## src/common/rv32m_pkg.sv

```systemverilog
// shared RV32M types; op codes equal funct3, sign modes only cover the three RV32M operand readings
`default_nettype none

package rv32m_pkg;

  localparam int WORD_SIZE = 32;
  localparam int CNT_W     = $clog2(WORD_SIZE);  // engine bit counter width

  typedef logic [WORD_SIZE-1:0] word_t;

  // most negative word, used for the signed overflow answer
  localparam word_t WORD_MIN = {1'b1, {(WORD_SIZE-1){1'b0}}};

  typedef enum logic [2:0] {
    OP_MUL    = 3'b000,
    OP_MULH   = 3'b001,
    OP_MULHSU = 3'b010,
    OP_MULHU  = 3'b011,
    OP_DIV    = 3'b100,
    OP_DIVU   = 3'b101,
    OP_REM    = 3'b110,
    OP_REMU   = 3'b111
  } m_op_e;

  // upper bit is rs1 signed, lower bit rs2 signed
  typedef enum logic [1:0] {
    SIGN_UU = 2'b00,
    SIGN_SU = 2'b10,
    SIGN_SS = 2'b11
  } sign_mode_e;

  typedef struct packed {
    logic  valid;
    m_op_e op;
    word_t rs1_data;
    word_t rs2_data;
  } m_req_t;

  typedef struct packed {
    logic  busy;
    logic  done;   // one cycle pulse
    word_t wdata;
  } m_rsp_t;

  typedef struct packed {
    logic       start;
    logic       mul;
    logic       div;
    logic       rem;
    sign_mode_e sign;
    logic       lower_word;  // MUL only
    word_t      op_a;
    word_t      op_b;
  } decode_execute_t;

  typedef enum logic [1:0] {MUL_IDLE, MUL_RUN, MUL_DONE} mul_state_e;
  typedef enum logic [1:0] {DIV_IDLE, DIV_RUN, DIV_DONE} div_state_e;

endpackage

`default_nettype wire

```

## src/multiplier/shift_add_multiplier.sv

```systemverilog
// operands are sampled only on start; a start while running is ignored, product valid while finished
`timescale 1ns/1ps
`default_nettype none

module shift_add_multiplier (
  input  logic                                CLK,
  input  logic                                nRST,
  input  logic                                start,
  input  rv32m_pkg::word_t                    multiplicand,
  input  rv32m_pkg::word_t                    multiplier,
  input  rv32m_pkg::sign_mode_e               is_signed,
  output logic [2*rv32m_pkg::WORD_SIZE-1:0]   product,
  output logic                                finished
);

  import rv32m_pkg::*;

  mul_state_e             state_q;
  logic [CNT_W-1:0]       count_q;
  logic                   load;
  logic                   last;
  logic                   a_neg, b_neg;
  word_t                  a_mag, b_mag;
  word_t                  mcand_q;
  logic                   neg_q;
  logic [WORD_SIZE:0]     sum;
  logic [2*WORD_SIZE-1:0] prod_q;
  logic [2*WORD_SIZE-1:0] prod_next;

  assign load = start && (state_q != MUL_RUN);
  assign last = (state_q == MUL_RUN) && (count_q == '0);

  // magnitudes of the signed operands
  assign a_neg = (is_signed != SIGN_UU) & multiplicand[WORD_SIZE-1];
  assign b_neg = (is_signed == SIGN_SS) & multiplier[WORD_SIZE-1];
  assign a_mag = a_neg ? -multiplicand : multiplicand;
  assign b_mag = b_neg ? -multiplier : multiplier;

  // add into upper half when lsb set, then shift right with carry
  assign sum       = {1'b0, prod_q[2*WORD_SIZE-1:WORD_SIZE]} + {1'b0, mcand_q};
  assign prod_next = prod_q[0] ? {sum, prod_q[WORD_SIZE-1:1]}
                               : {1'b0, prod_q[2*WORD_SIZE-1:1]};

  always_ff @(posedge CLK, negedge nRST) begin
    if (!nRST) begin
      state_q <= MUL_IDLE;
      count_q <= '0;
    end else begin
      case (state_q)
        MUL_RUN: begin
          if (count_q == '0) begin
            state_q <= MUL_DONE;
          end else begin
            count_q <= count_q - 1'b1;
          end
        end
        default: begin
          if (start) begin
            state_q <= MUL_RUN;
            count_q <= CNT_W'(WORD_SIZE - 1);
          end
        end
      endcase
    end
  end

  always_ff @(posedge CLK) begin
    if (load) begin
      mcand_q <= a_mag;
      prod_q  <= {{WORD_SIZE{1'b0}}, b_mag};  // multiplier sits in the low half
      neg_q   <= a_neg ^ b_neg;
    end else if (state_q == MUL_RUN) begin
      prod_q <= (last && neg_q) ? -prod_next : prod_next;
    end
  end

  assign product  = prod_q;
  assign finished = (state_q == MUL_DONE);

endmodule

`default_nettype wire

```

## src/divider/shift_test_restore_divider.sv

```systemverilog
// divisor must be nonzero and signed overflow excluded by the caller; outputs valid while finished
`timescale 1ns/1ps
`default_nettype none

module shift_test_restore_divider (
  input  logic             CLK,
  input  logic             nRST,
  input  logic             start,
  input  rv32m_pkg::word_t dividend,
  input  rv32m_pkg::word_t divisor,
  input  logic             is_signed,
  output rv32m_pkg::word_t quotient,
  output rv32m_pkg::word_t remainder,
  output logic             finished
);

  import rv32m_pkg::*;

  div_state_e           state_q;
  logic [CNT_W-1:0]     count_q;
  logic                 load;
  logic                 last;
  logic                 dvd_neg, dvs_neg;
  word_t                dvd_mag, dvs_mag;
  word_t                dvs_q;
  word_t                quo_q;   // dividend bits shift out, quotient bits shift in
  word_t                rem_q;
  logic                 q_neg_q;
  logic                 r_neg_q;
  logic [WORD_SIZE:0]   shifted;
  logic [WORD_SIZE+1:0] trial;
  logic                 test_ok;
  word_t                quo_next, rem_next;

  assign load = start && (state_q != DIV_RUN);
  assign last = (state_q == DIV_RUN) && (count_q == '0);

  assign dvd_neg = is_signed & dividend[WORD_SIZE-1];
  assign dvs_neg = is_signed & divisor[WORD_SIZE-1];
  assign dvd_mag = dvd_neg ? -dividend : dividend;
  assign dvs_mag = dvs_neg ? -divisor : divisor;

  // shift in next dividend bit, trial subtract
  assign shifted = {rem_q, quo_q[WORD_SIZE-1]};
  assign trial   = {1'b0, shifted} - {2'b00, dvs_q};
  assign test_ok = ~trial[WORD_SIZE+1];

  // restore on a negative trial
  assign rem_next = test_ok ? trial[WORD_SIZE-1:0] : shifted[WORD_SIZE-1:0];
  assign quo_next = {quo_q[WORD_SIZE-2:0], test_ok};

  always_ff @(posedge CLK, negedge nRST) begin
    if (!nRST) begin
      state_q <= DIV_IDLE;
      count_q <= '0;
    end else begin
      case (state_q)
        DIV_RUN: begin
          if (count_q == '0) begin
            state_q <= DIV_DONE;
          end else begin
            count_q <= count_q - 1'b1;
          end
        end
        default: begin
          if (start) begin
            state_q <= DIV_RUN;
            count_q <= CNT_W'(WORD_SIZE - 1);
          end
        end
      endcase
    end
  end

  always_ff @(posedge CLK) begin
    if (load) begin
      dvs_q   <= dvs_mag;
      quo_q   <= dvd_mag;
      rem_q   <= '0;
      q_neg_q <= dvd_neg ^ dvs_neg;
      r_neg_q <= dvd_neg;  // remainder follows the dividend
    end else if (last) begin
      quo_q <= q_neg_q ? -quo_next : quo_next;
      rem_q <= r_neg_q ? -rem_next : rem_next;
    end else if (state_q == DIV_RUN) begin
      quo_q <= quo_next;
      rem_q <= rem_next;
    end
  end

  assign quotient  = quo_q;
  assign remainder = rem_q;
  assign finished  = (state_q == DIV_DONE);

endmodule

`default_nettype wire

```

## src/verilog/rv32m_decode.sv

```systemverilog
// accepts a request only when valid and not busy; the caller must hold the request while busy
`timescale 1ns/1ps
`default_nettype none

module rv32m_decode (
  input  logic                      CLK,
  input  logic                      nRST,
  input  rv32m_pkg::m_req_t         req,
  input  logic                      busy,
  output rv32m_pkg::decode_execute_t idex
);

  import rv32m_pkg::*;

  logic            accept;
  logic            start_q;
  decode_execute_t dec;
  decode_execute_t stage_q;

  assign accept = req.valid & ~busy;

  // funct3 to engine flags and operand reading
  always_comb begin
    dec      = '0;
    dec.op_a = req.rs1_data;
    dec.op_b = req.rs2_data;
    unique case (req.op)
      OP_MUL:    begin dec.mul = 1'b1; dec.sign = SIGN_SS; dec.lower_word = 1'b1; end
      OP_MULH:   begin dec.mul = 1'b1; dec.sign = SIGN_SS; end
      OP_MULHSU: begin dec.mul = 1'b1; dec.sign = SIGN_SU; end
      OP_MULHU:  begin dec.mul = 1'b1; dec.sign = SIGN_UU; end
      OP_DIV:    begin dec.div = 1'b1; dec.sign = SIGN_SS; end
      OP_DIVU:   begin dec.div = 1'b1; dec.sign = SIGN_UU; end
      OP_REM:    begin dec.rem = 1'b1; dec.sign = SIGN_SS; end
      OP_REMU:   begin dec.rem = 1'b1; dec.sign = SIGN_UU; end
      default:   dec.sign = SIGN_UU;
    endcase
  end

  always_ff @(posedge CLK, negedge nRST) begin
    if (!nRST) begin
      start_q <= 1'b0;
    end else begin
      start_q <= accept;  // single cycle per accepted request
    end
  end

  // operand payload
  always_ff @(posedge CLK) begin
    if (accept) begin
      stage_q <= dec;
    end
  end

  always_comb begin
    idex       = stage_q;
    idex.start = start_q;
  end

endmodule

`default_nettype wire

```

## src/verilog/rv32m_execute.sv

```systemverilog
// busy is combinational from start; results of an identical repeat request come from the held word
`timescale 1ns/1ps
`default_nettype none

module rv32m_execute (
  input  logic                       CLK,
  input  logic                       nRST,
  input  rv32m_pkg::decode_execute_t idex,
  output rv32m_pkg::m_rsp_t          rsp
);

  import rv32m_pkg::*;

  // operand saver
  word_t      a_save, b_save;
  sign_mode_e sign_save;
  logic [3:0] kind_save;   // {mul, div, rem, lower_word}
  logic [3:0] kind_curr;
  logic       same_req;
  logic       new_req;

  // special cases and engine control
  logic  div_op;
  logic  div_zero, overflow, special;
  logic  mul_start, div_start;
  logic  mul_finished, div_finished;
  logic  eng_finished;
  logic  active_q;
  logic  done_q;
  logic  busy;
  word_t wdata_q;
  word_t special_result;
  word_t eng_result;

  logic [2*WORD_SIZE-1:0] product;
  word_t quotient, remainder;

  assign kind_curr = {idex.mul, idex.div, idex.rem, idex.lower_word};
  assign same_req  = (kind_curr == kind_save) && (idex.op_a == a_save) &&
                     (idex.op_b == b_save) && (idex.sign == sign_save);
  assign new_req   = idex.start & ~same_req;

  assign div_op   = idex.div | idex.rem;
  assign div_zero = div_op && (idex.op_b == '0);
  assign overflow = div_op && (idex.sign == SIGN_SS) &&
                    (idex.op_a == WORD_MIN) && (idex.op_b == '1);
  assign special  = div_zero | overflow;

  assign mul_start = new_req & idex.mul;
  assign div_start = new_req & div_op & ~special;

  // riscv rules for divide by zero and overflow
  always_comb begin
    if (div_zero) begin
      special_result = idex.div ? '1 : idex.op_a;
    end else begin
      special_result = idex.div ? WORD_MIN : '0;
    end
  end

  // saved kind selects the running engine
  assign eng_finished = kind_save[3] ? mul_finished : div_finished;

  always_comb begin
    if (kind_save[3]) begin
      eng_result = kind_save[0] ? product[WORD_SIZE-1:0] : product[2*WORD_SIZE-1:WORD_SIZE];
    end else begin
      eng_result = kind_save[2] ? quotient : remainder;
    end
  end

  always_ff @(posedge CLK, negedge nRST) begin
    if (!nRST) begin
      kind_save <= '0;  // matches no real op
    end else if (new_req) begin
      kind_save <= kind_curr;
    end
  end

  always_ff @(posedge CLK) begin
    if (new_req) begin
      a_save    <= idex.op_a;
      b_save    <= idex.op_b;
      sign_save <= idex.sign;
    end
  end

  always_ff @(posedge CLK, negedge nRST) begin
    if (!nRST) begin
      active_q <= 1'b0;
      done_q   <= 1'b0;
      wdata_q  <= '0;
    end else begin
      done_q <= (idex.start & ~(mul_start | div_start)) | (active_q & eng_finished);
      if (mul_start || div_start) begin
        active_q <= 1'b1;
      end else if (active_q && eng_finished) begin
        active_q <= 1'b0;
      end
      if (new_req && special) begin
        wdata_q <= special_result;
      end else if (active_q && eng_finished) begin
        wdata_q <= eng_result;
      end
    end
  end

  assign busy = idex.start | active_q;
  assign rsp  = '{busy: busy, done: done_q, wdata: wdata_q};

  shift_add_multiplier i_mul (
    .CLK          (CLK),
    .nRST         (nRST),
    .start        (mul_start),
    .multiplicand (idex.op_a),
    .multiplier   (idex.op_b),
    .is_signed    (idex.sign),
    .product      (product),
    .finished     (mul_finished)
  );

  shift_test_restore_divider i_div (
    .CLK       (CLK),
    .nRST      (nRST),
    .start     (div_start),
    .dividend  (idex.op_a),
    .divisor   (idex.op_b),
    .is_signed (idex.sign == SIGN_SS),
    .quotient  (quotient),
    .remainder (remainder),
    .finished  (div_finished)
  );

endmodule

`default_nettype wire

```

## src/verilog/rv32m_unit.sv

```systemverilog
// requests are taken only while rsp.busy is low; rsp.done pulses once per accepted request
`timescale 1ns/1ps
`default_nettype none

module rv32m_unit (
  input  logic               CLK,
  input  logic               nRST,
  input  rv32m_pkg::m_req_t  req,
  output rv32m_pkg::m_rsp_t  rsp
);

  import rv32m_pkg::*;

  decode_execute_t idex;

  rv32m_decode i_decode (
    .CLK  (CLK),
    .nRST (nRST),
    .req  (req),
    .busy (rsp.busy),  // back-pressure from execute
    .idex (idex)
  );

  rv32m_execute i_execute (
    .CLK  (CLK),
    .nRST (nRST),
    .idex (idex),
    .rsp  (rsp)
  );

endmodule

`default_nettype wire

```

## config.mk

```make
export PLATFORM = sky130hd
export DESIGN_NAME = rv32m_unit
export DESIGN_NICKNAME = d
export VERILOG_FILES = /design/src/common/rv32m_pkg.sv /design/src/multiplier/shift_add_multiplier.sv /design/src/divider/shift_test_restore_divider.sv /design/src/verilog/rv32m_decode.sv /design/src/verilog/rv32m_execute.sv /design/src/verilog/rv32m_unit.sv
export SDC_FILE = /design/constraint.sdc
export NUM_CORES = 1
export LEC_CHECK = 0
export ABC_CLOCK_PERIOD_IN_PS = 6100
export BUFFER_PORTS_ARGS = -buffer_cell sky130_fd_sc_hd__buf_2
export CAP_MARGIN = 10
export CORE_UTILIZATION = 45
export DETAILED_ROUTE_END_ITERATION = 12
export HOLD_SLACK_MARGIN = 0.02
export PLACE_DENSITY = 0.7
export SETUP_SLACK_MARGIN = 0.02
export SLEW_MARGIN = 20
export SYNTH_ARGS = -nofsm -noshare
export SYNTH_HDL_FRONTEND = slang
export SYNTH_SLANG_ARGS = --single-unit
```

## constraint.sdc

```tcl
create_clock -name CLK -period 6.1 [get_ports CLK]
set_input_delay 0 -clock CLK [delete_from_list [all_inputs] [get_ports CLK]]
set_output_delay 0 -clock CLK [all_outputs]
set_load 0.03 [all_outputs]
```

Word level (Yosys, flattened, before mapping)
Index checks and enable logic that the tools add are counted.
W data, S select, Z words.
{ "totals": {"reg_bits": 384, "output_inout_bits": 34} }
{ "classes": {"n_bitwise": 22, "reduce_logical": 36, "n_mux": 43, "eq_ne": 24, "addsub": 9} }
{ "ops": {"columns": ["operator", "count"], "rows": [
  ["$mux W32", 21],
  ["$mux W64", 2],
  ["$neg A32 Y32", 4],
  ["$eq A32 B32 Y1", 2],
  ["$eq A32 B32 Y1 const B", 2],
  ["$neg A64 Y64", 1],
  ["$sub A33 B32 Y34", 1],
  ["$add A32 B32 Y33", 1],
  ["$logic_not A32 Y1", 1],
  ["$mux W5", 6],
  ["$logic_and A1 B1 Y1", 14],
  ["$reduce_bool A2 Y1", 7],
  ["$eq A3 B3 Y1 const B", 4],
  ["$mux W2", 6],
  ["$and A1 B1 Y1", 10],
  ["$logic_not A5 Y1", 2],
  ["$sub A5 B1 Y5 const B", 2],
  ["$reduce_and A2 Y1", 4],
  ["$reduce_or A4 Y1", 2],
  ["$mux W1", 7],
  ["$eq A2 B2 Y1 const B", 3],
  ["$eq A3 B2 Y1 const B", 2],
  ["$ne A2 B1 Y1 const B", 3],
  ["$ne A2 B2 Y1 const B", 3],
  ["other kinds (13)", 24]
]} }

Depth between registers and ports, before layout
Gate-level depths: netlist of run 1.
{ "depth": {"word_depth": 12, "mapped_depth": 22, "ltp_nobuf": 19} }

By module
A second synthesis of run 1 with hierarchy kept.
{ "hier_totals": {"hier_cells": 2809, "hier_area_um2": 26350.3} }
{ "modules_own_cells": {"columns": ["module", "area_per_inst_um2", "cells_each", "n_inst"], "rows": [
  ["shift_test_restore_divider", 9211.3, 1132, 1],
  ["shift_add_multiplier", 8951.1, 1076, 1],
  ["rv32m_execute", 6010.8, 522, 1],
  ["rv32m_decode", 2177.1, 79, 1]
]} }

Least setup slack after synthesis of run 1
OpenSTA, ideal clock, no wires.
{ "synth_path": {"path_type": "register to register", "start": "reg i_execute.i_div.dvs_q[22]", "end": "reg i_execute.i_div.quo_q[30] (netlist: i_execute.i_div.quotient[30]) (data pin)", "t_arrival_ps": 4324, "required_time_ps": 5834, "setup_slack_ps": 1509, "setup_time_ps": 266, "n_path_buf": 3, "stages_incl_launch_ff": 22, "cell_sequence": "edfxtp_1 inv_1 ha_1 buf_2 a21oi_1 o211ai_1 a2111oi_0 o21ai_0 o21a_2 a21o_1 inv_2 clkbuf_1 clkbuf_1 ha_1 nand2b_1 nor4_1 and3_1 nand2_1 o31ai_1 o21ai_0 xnor2_1 o21ai_1"} }
{ "synth_via": {"elab_chain_len": 6} }
{ "synth_lines": {"columns": ["item", "line", "source"], "rows": [
  ["start: declaration", "shift_test_restore_divider.sv:25", "word_t dvs_q;"],
  ["start signal: assignment", "shift_test_restore_divider.sv:77", "dvs_q <= dvs_mag;"],
  ["$sub A33 B32 Y34", "shift_test_restore_divider.sv:45", "assign trial = {1'b0, shifted} - {2'b00, dvs_q};"],
  ["$not A1 Y1", "shift_test_restore_divider.sv:46", "assign test_ok = ~trial[WORD_SIZE+1];"],
  ["$neg A32 Y32", "shift_test_restore_divider.sv:83", "quo_q <= q_neg_q ? -quo_next : quo_next;"],
  ["$mux W32", "shift_test_restore_divider.sv:83", null],
  ["$mux W32", "shift_test_restore_divider.sv:82", "end else if (last) begin"],
  ["$mux W32", "shift_test_restore_divider.sv:76", "if (load) begin"],
  ["end signal: assignment", "shift_test_restore_divider.sv:78", "quo_q <= dvd_mag;"],
  ["end signal: assignment", "shift_test_restore_divider.sv:83", null],
  ["end signal: assignment", "shift_test_restore_divider.sv:86", "quo_q <= quo_next;"],
  ["end: declaration", "shift_test_restore_divider.sv:26", "word_t quo_q;"]
]} }
No other way between the ends.
A chain may end at the register's enable or synchronous reset.

Worst setup path after layout of run 1
{ "layout_path": {"start": "reg i_execute.i_div.rem_q[11] (netlist: i_execute.i_div.remainder[11])", "end": "reg i_execute.i_div.rem_q[26] (netlist: i_execute.i_div.remainder[26])"} }
{ "layout_via": {"elab_chain_len": 5} }
{ "layout_lines": {"columns": ["item", "line", "source"], "rows": [
  ["start: declaration", "shift_test_restore_divider.sv:27", "word_t rem_q;"],
  ["start signal: assignment", "shift_test_restore_divider.sv:84", "rem_q <= r_neg_q ? -rem_next : rem_next;"],
  ["start signal: assignment", "shift_test_restore_divider.sv:87", "rem_q <= rem_next;"],
  ["$sub A33 B32 Y34", "shift_test_restore_divider.sv:45", null],
  ["$mux W32 *", "shift_test_restore_divider.sv:49", "assign rem_next = test_ok ? trial[WORD_SIZE-1:0] : shifted[WORD_SIZE-1:0];"],
  ["$neg A32 Y32", "shift_test_restore_divider.sv:84", null],
  ["$mux W32", "shift_test_restore_divider.sv:84", null],
  ["$mux W32 *", "shift_test_restore_divider.sv:82", null]
]} }
Every way passes the cells marked *; elsewhere a longest branch is shown, timed or not. The select of a mux whose other input is x is not followed.

==> results of run 1 <==
-- layout make-up --
type	instances	area, µm²	share of cell area
Multi-Input combinational cell	2055	13500	0.4747
Sequential cell	384	10630	0.3736
Timing Repair Buffer	208	1479	0.05199
Clock buffer	50	1145	0.04024
Tap cell	748	935.9	0.03290
Clock inverter	34	404.1	0.01421
Inverter	93	349.1	0.01227
Antenna cell	1	2.502	0.00008796
-- sequential cells by signal (all words and copies together), names as in the netlist, 32 cells and up --
signal                     flops
i_execute.b_save              32
i_execute.i_div.quotient      32
i_execute.a_save              32
i_execute.i_div.dvs_q         32
i_execute.i_mul.mcand_q       32
i_execute.i_div.remainder     32
i_decode.idex                 70
i_execute.wdata_q             32
i_execute.i_mul.product       64
-- cells by family after synthesis --
logic type,count (synthesis),share of synthesized area
adders and majority gates,76,0.03839
buffers and inverters,265,0.04231
DFF,384,0.4223
and+or+nand+nor,895,0.1735
muxes,66,0.02685
xor gates and xnor gates,314,0.1096
AOI/OAI and AO/OA,704,0.1871
-- worst reg2reg max path: stages (launching register included) --
cell	delay [ps]
dfxtp_1	350
ha_1	530
nand4_1	320
a211oi_2	470
a21o_1	230
o21a_2	240
a21o_1	420
mux2i_1	300
ha_1	280
nand3b_1	120
or2_2	310
or2_2	320
a211oi_4	400
a31oi_1	170
xnor2_1	180
a22o_1	170
-- placed cells by master (no fill, tap or decap), types with 14 or more instances in the layout --
master	n
or2_2	15
o21ai_1	19
nand2b_1	17
o22ai_1	56
nor3_1	74
mux2i_1	56
dfrtp_1	50
o21ai_0	97
clkbuf_16	45
xnor2_1	177
o21a_1	47
nor2_1	290
nor4_1	29
nand2_1	221
inv_1	89
nor2b_1	44
o31ai_1	27
dlygate4sd3_1	70
a31oi_1	25
or3_1	26
buf_2	103
xor2_1	136
dfxtp_1	64
edfxtp_1	267
a21oi_1	215
a22o_1	29
nand4_1	47
buf_4	35
and3_1	14
a21o_1	16
ha_1	74
nand3_1	40
a211oi_1	51
-- power breakdown --
group | internal [mW] | leakage [nW] | total, mW | switching, mW
registers | 3.80 | 3.66 | 4.87 | 1.07
clock network | 1.61 | 0.735 | 2.81 | 1.20
logic | 2.82 | 6.23 | 7.47 | 4.65
total | 8.23 | 10.6 | 15.2 | 6.92
-- layer usage --
layer	up-vias	GRT usage
met2	1237	0.4303
met3	209	0.05761
met5	-	0
li1	9998	-
met4	0	0.1474
met1	10520	0.3711
-- how the worst max path moves through the flow --
stage                                        startpoint                            end  slack, ps  cells after the start
after floorplan               i_execute.i_div.dvs_q[22]   i_execute.i_div.quotient[30]       1510                     21
after global placement    i_execute.i_div.remainder[11]  i_execute.i_div.remainder[26]       1470                     15
after detailed placement      i_execute.i_div.dvs_q[12]  i_execute.i_div.remainder[30]       1340                     16
after CTS                 i_execute.i_div.remainder[11]  i_execute.i_div.remainder[30]       1310                     15
after global routing      i_execute.i_div.remainder[11]  i_execute.i_div.remainder[24]        840                     15
final                     i_execute.i_div.remainder[11]  i_execute.i_div.remainder[26]       1220                     15
-- timing repair --
action                                 CTS  global route
endpoints found under the hold margin  154             0
setup endpoints to repair                0             0
gates resized for setup                  0             0
hold buffers                            70             0
-- stage by stage --
stage	power [mW]	util
floorplan	10.02	-
global placement	11.94	0.4746
detailed placement	12.11	0.4746
CTS	14.98	0.5153
global route	15.98	0.5153
finish	15.15	0.5154
==> summary.txt, run 1 <==
Route
  – Met2 wire len: 35,760 µm
  – Uppermost layer routed: met4
  – Routed met3 length: 8439 µm
  – Vias: 21.97k
  – Total Wirelength: 80,570 µm
  – Post-detailed-route via-to-cell ratio: 6.148
  – DR WL/cell: roughly 23 µm
  – # DRC: 0
  – Router iterations before antenna repair: 6
  – DR iter-0 viols: 2,969
  – Antenna viol nets, final: 0
  – Metal-1 WL: approximately 32,000 µm

Floorplanning
  – Boundary Pins: 104
  – Starting density of the core: 0.4558
  – CORE AREA: approximately 55,000 µm²
  – Core Rows: 86
  – Die H: 238.5 µm
  – Chip Width: ~240 µm
  – Die footprint: between 50,000 and 60,000 µm²

Worst setup path
  – Largest delay share family, worst path: compound AO/OA/AOI/OAI gates
  – Nature of the critical path endpoint: flip-flop
  – R2R Path End: i_execute.i_div.remainder[26]
  – WP data required: 6580 ps
  – Type of the worst setup path: reg -> reg
  – Worst r2r src: i_execute.i_div.remainder[11]
  – CP cell instances: ha_1, nand4_1, a211oi_2, a21o_1, o21a_2, a21o_1, mux2i_1, ha_1, nand3b_1, or2_2, or2_2, a211oi_4, a31oi_1, xnor2_1, a22o_1
  – CP peak stage delay: 530 ps
  – Reg2reg path depth: 15
  – WP data arrival: 5360 ps
  – Slowest CP cell: ha_1
  – Setup crit start kind: flip-flop
  – CP Max Fanout: 13
  – WP buf/inv: 0
  – R2R setup slack: 1220 ps

GRT
  – Initial antenna violation count: 2
  – First-pass GRT wire length: 121,500 µm
  – Pin count of the biggest net entering global routing: 70
  – Gr usage total: 0.2798
  – GRT overflow: 0
  – Vias in the first global route: 20.66k

STA
  – Fin worst setup slack: ~1200 ps
  – Max Fclk: 204.7 MHz
  – Worst slew pin tran: roughly 1100 ps
  – Final setup violation count: 0
  – Worst hold margin: about 100 ps
  – Clock Skew: 28.37 ps
  – RSZ-0062 raised after global routing: no
  – Minimum clock period: 4885 ps
  – Period utilisation layout: 0.8008
  – Slew headroom: 0.2525
  – Final hold vios: 0
  – Setup TNS: 0 ps
  – Slew Limit Fails: 0

Layout
  – Final non-filler cell total: 3,573
  – Layout cell share with drive strength beyond 1: 0.1084
  – Nets@finish: 2,933
  – Fillers: 4,896
  – Area Growth Syn to Fin: 13.06%
  – Post-route cell area: around 28,000 µm²

Min path
  – Hold Path Class: in -> async

Pwr
  – Leak: 10.62 nW
  – Peak VDD IR: 0.2723 mV
  – PD cells: approximately 530 nW/µm²

Logic synthesis
  – Count of state elements after synthesis: 384
  – Top cells by count, synth: nor2_1, edfxtp_1, nand2_1, a21oi_1, xnor2_1
  – Synth area leaders: edfxtp_1, xnor2_1, dfrtp_1
  – Synth top area share: 0.3186
  – Count leader, synth: nor2_1
  – Post-synth net total: 2,850
  – Dominant synthesized flop cell: edfxtp_1
  – Ys Warns: 0
  – Cell variety after synth: 110
  – Post-Syn Instances: 2,704
  – Mapped Area: 25,160 µm²
  – Syn Area/Cell: 9.306 µm²
  – Post-synthesis sequential area ratio: 0.4223
  – Post-synth EDFFs: 267
  – Ys async rst share: 0.1380
  – Leading area contributor after synthesis: edfxtp_1

Clock tree
  – Clk Latency, worst-skew pair: approximately 600 ps
  – Clock Sinks: 384
  – Worst-path clk slew: 60 ps
  – Max Buffers Root-to-Sink: 3
  – Root Buffer: clkbuf_16
  – TritonCTS clock tree: yes
  – Postcts setup bufs: 0
  – CTS buffer count: between 40 and 50
  – CTS H-tree depth: 2

Run status
  – Status: completed

Placed design
  – Gpl congestion: 1.020
  – Number of port buffers: approximately 100
  – Cells after DPL: 3,418
  – Post-DP Area: 26,200 µm²
  – Post-DP HPWL: a little under 60,000 µm
  – Setup WS pre-CTS: 1340 ps

Run
  – Max Cap Viol: 0
Power figures use the tool's default switching activity.
==> inputs of run 2 (changes only) <==
--- a/config.mk
+++ b/config.mk
@@ -5,7 +5,7 @@
 export SDC_FILE = /design/constraint.sdc
 export NUM_CORES = 1
 export LEC_CHECK = 0
-export ABC_CLOCK_PERIOD_IN_PS = 6100
+export ABC_CLOCK_PERIOD_IN_PS = 4650
 export BUFFER_PORTS_ARGS = -buffer_cell sky130_fd_sc_hd__buf_2
 export CAP_MARGIN = 10
 export CORE_UTILIZATION = 45
==> constraint.sdc (replaced) <==
create_clock -name CLK -period 4.65 [get_ports CLK]
set_input_delay 0 -clock CLK [delete_from_list [all_inputs] [get_ports CLK]]
set_output_delay 0 -clock CLK [all_outputs]
set_load 0.03 [all_outputs]
==> summary.txt, run 2 (synthesis gave the netlist of run 1 again) <==
Clock tree
  – TritonCTS clock tree: yes
  – Worst-path clk slew: about 60 ps
  – CTS buffer count: 45
  – Clock Sinks: about 380
  – CTS H-tree depth: 2
  – Root Buffer: clkbuf_16
  – Max Buffers Root-to-Sink: 3
  – Clk Latency, worst-skew pair: slightly above 600 ps

STA
  – Clock Skew: 34.96 ps
  – Max Fclk: 223.8 MHz
  – Fin worst setup slack: 182.0 ps
  – Period utilisation layout: 0.9609
  – Final setup violation count: 0
  – Final hold vios: 0
  – Slew Limit Fails: 0
  – Slew headroom: 0.1709
  – Worst slew pin tran: 1226 ps
  – Minimum clock period: 4468 ps

Placed design
  – Post-DP Area: 26,530 µm²
  – Number of port buffers: 103
  – Setup WS pre-CTS: roughly 100 ps
  – Gpl congestion: 0.9938
  – Post-DP HPWL: between 60,000 and 70,000 µm
  – Cells after DPL: 3,460

Min path
  – Hold Path Class: in -> reg
  – Hold Crit Start: req[34]

Layout
  – Post-route cell area: 28,790 µm²
  – Fillers: 4,877
  – Most frequent cells in the layout: nor2_1, edfxtp_1, nand2_1
  – # diodes: 0
  – Max reg flops: 70
  – Most common cell after layout, fill and taps aside: nor2_1
  – Final non-filler cell total: 3,616
  – Nets@finish: 2,978
  – Area Growth Syn to Fin: 14.43%
  – Layout cell share with drive strength beyond 1: 0.1234
  – Post-Route Utilization: 0.5216

Floorplanning
  – Die H: 238.5 µm
  – Chip Width: around 240 µm
  – Boundary Pins: 104
  – CORE AREA: 55,200 µm²
  – Starting density of the core: 0.4558
  – Die footprint: 56,870 µm²
  – Core Rows: 86

Pwr
  – Sequential power share: 0.314
  – Comb pwr share: 0.506
  – Sw frac: 0.4589
  – Int Power: 10.87 mW
  – Clock power frac: 0.180
  – Peak VDD IR: approximately 0.36 mV
  – PD cells: 697.4 nW/µm²
  – Sw power: 9.215 mW
  – Leak: 10.84 nW

Route
  – Router iterations before antenna repair: 6
  – Vias: 22.16k
  – Post-detailed-route via-to-cell ratio: 6.128
  – # DRC: 0
  – Antenna viol nets, final: 0
  – DR WL/cell: 23.32 µm
  – Total Wirelength: 84,340 µm
  – DR iter-0 viols: 2,640

Worst setup path
  – CP Capture Point: i_execute.i_div.remainder[22]
  – R2R setup slack: roughly 180 ps
  – WP data required: 5140 ps
  – R2R Path End: i_execute.i_div.remainder[22]
  – Nature of the critical path endpoint: flip-flop
  – Type of the worst setup path: reg -> reg
  – Reg2reg path depth: 18
  – Worst setup path start: i_execute.i_div.dvs_q[23]
  – Worst r2r src: i_execute.i_div.dvs_q[23]
  – CP Max Fanout: 8
  – Setup crit start kind: flip-flop
  – WP data arrival: 4960 ps

GRT
  – Met1 global-route usage: 0.3991
  – Vias in the first global route: 20.97k
  – Pin count of the biggest net entering global routing: 70
  – First-pass GRT wire length: 126,200 µm
  – Grt peak-use layer: met2
  – Met2 Usage GRT: 0.4494
  – Initial antenna violation count: 0
  – Met3 Usage GRT: 0.03852
  – GRT overflow: 0
  – Gr usage total: 0.2923

Run status
  – Status: completed

Run
  – Max Cap Viol: 0
## run 2: cell count changes in the layout (fill, tap and decap cells not counted), sizes merged
cell,delta
clkbuf,-1
buf,+45
clkinv,+3
diode,-1
bufinv,-1
clkinvlp,-2
## run 2: cell type report
type / count / area (µm²) / area share
flip-flops and latches: 384 / 10630 / 0.3691
well taps: 748 / 935.9 / 0.03250
inverters: 93 / 349.1 / 0.01212
repair buffers: 253 / 1854 / 0.06440
multi-input cells: 2055 / 13530 / 0.4699
clock inverters: 34 / 355.3 / 0.01234
clock buffers: 49 / 1141 / 0.03963
## run 2: worst min-delay path by stage
| stage | end | slack [ps] | depth (start not counted) |
|---|---|---|---|
| floorplan | i_decode.start_q | -300 | 0 |
| global placement | i_execute.wdata_q[29] | 180 | 2 |
| detailed placement | i_decode.idex[26] | 180 | 1 |
| CTS | i_decode.idex[31] | 90 | 2 |
| global route | i_decode.idex[57] | 110 | 2 |
| finish | i_decode.idex[34] | 110 | 2 |
## run 2: what timing repair did
item / 4_1_cts / 5_1_grt
hold buffers: 70 / 0
endpoints found under the hold margin: 162 / 0
setup buffers: 0 / 2
resized for setup: 0 / 9
setup endpoints to repair: 0 / 12
## run 2: metal layers
layer | share of wire | wire, µm | up-vias
met3 | 0.087 | 7367 | 208
met1 | 0.42 | 35030 | 10710
met2 | 0.44 | 36920 | 1154
met4 | 0.060 | 5027 | 0
li1 | - | - | 10090
met5 | 0 | 0 | -
## run 2: power by group through the flow
stage          registers [mW]  logic, mW  clock network [mW]
6_report                 6.31       10.2                3.61
3_5_place_dp             6.31       9.83                   0
4_1_cts                  6.26       9.95                3.64
2_1_floorplan            6.03       7.11                   0
5_1_grt                  6.40       10.9                3.77
3_3_place_gp             6.26       9.68                   0
## run 2: critical path, cell delays in order, from the launching register on
cell	delay, ps
edfxtp_1	340
inv_1	50
ha_1	410
nand4_1	160
buf_4	200
nor3_1	260
a22o_1	190
a21o_1	160
o21a_2	180
a21o_2	230
mux2i_1	270
ha_1	280
nand3b_1	120
or2_2	300
or2_2	320
a211oi_4	390
buf_4	180
o21ai_1	50
a32o_1	260
## run 2: per-stage QoR
step                hold slack, ps  power (mW)  setup TNS (ps)
floorplan                   -295.6       13.15               0
global placement             176.1       15.94               0
detailed placement           178.1       16.14               0
CTS                          87.33       19.85               0
global route                 105.3       21.11          -2.314
finish                       108.2       20.08               0
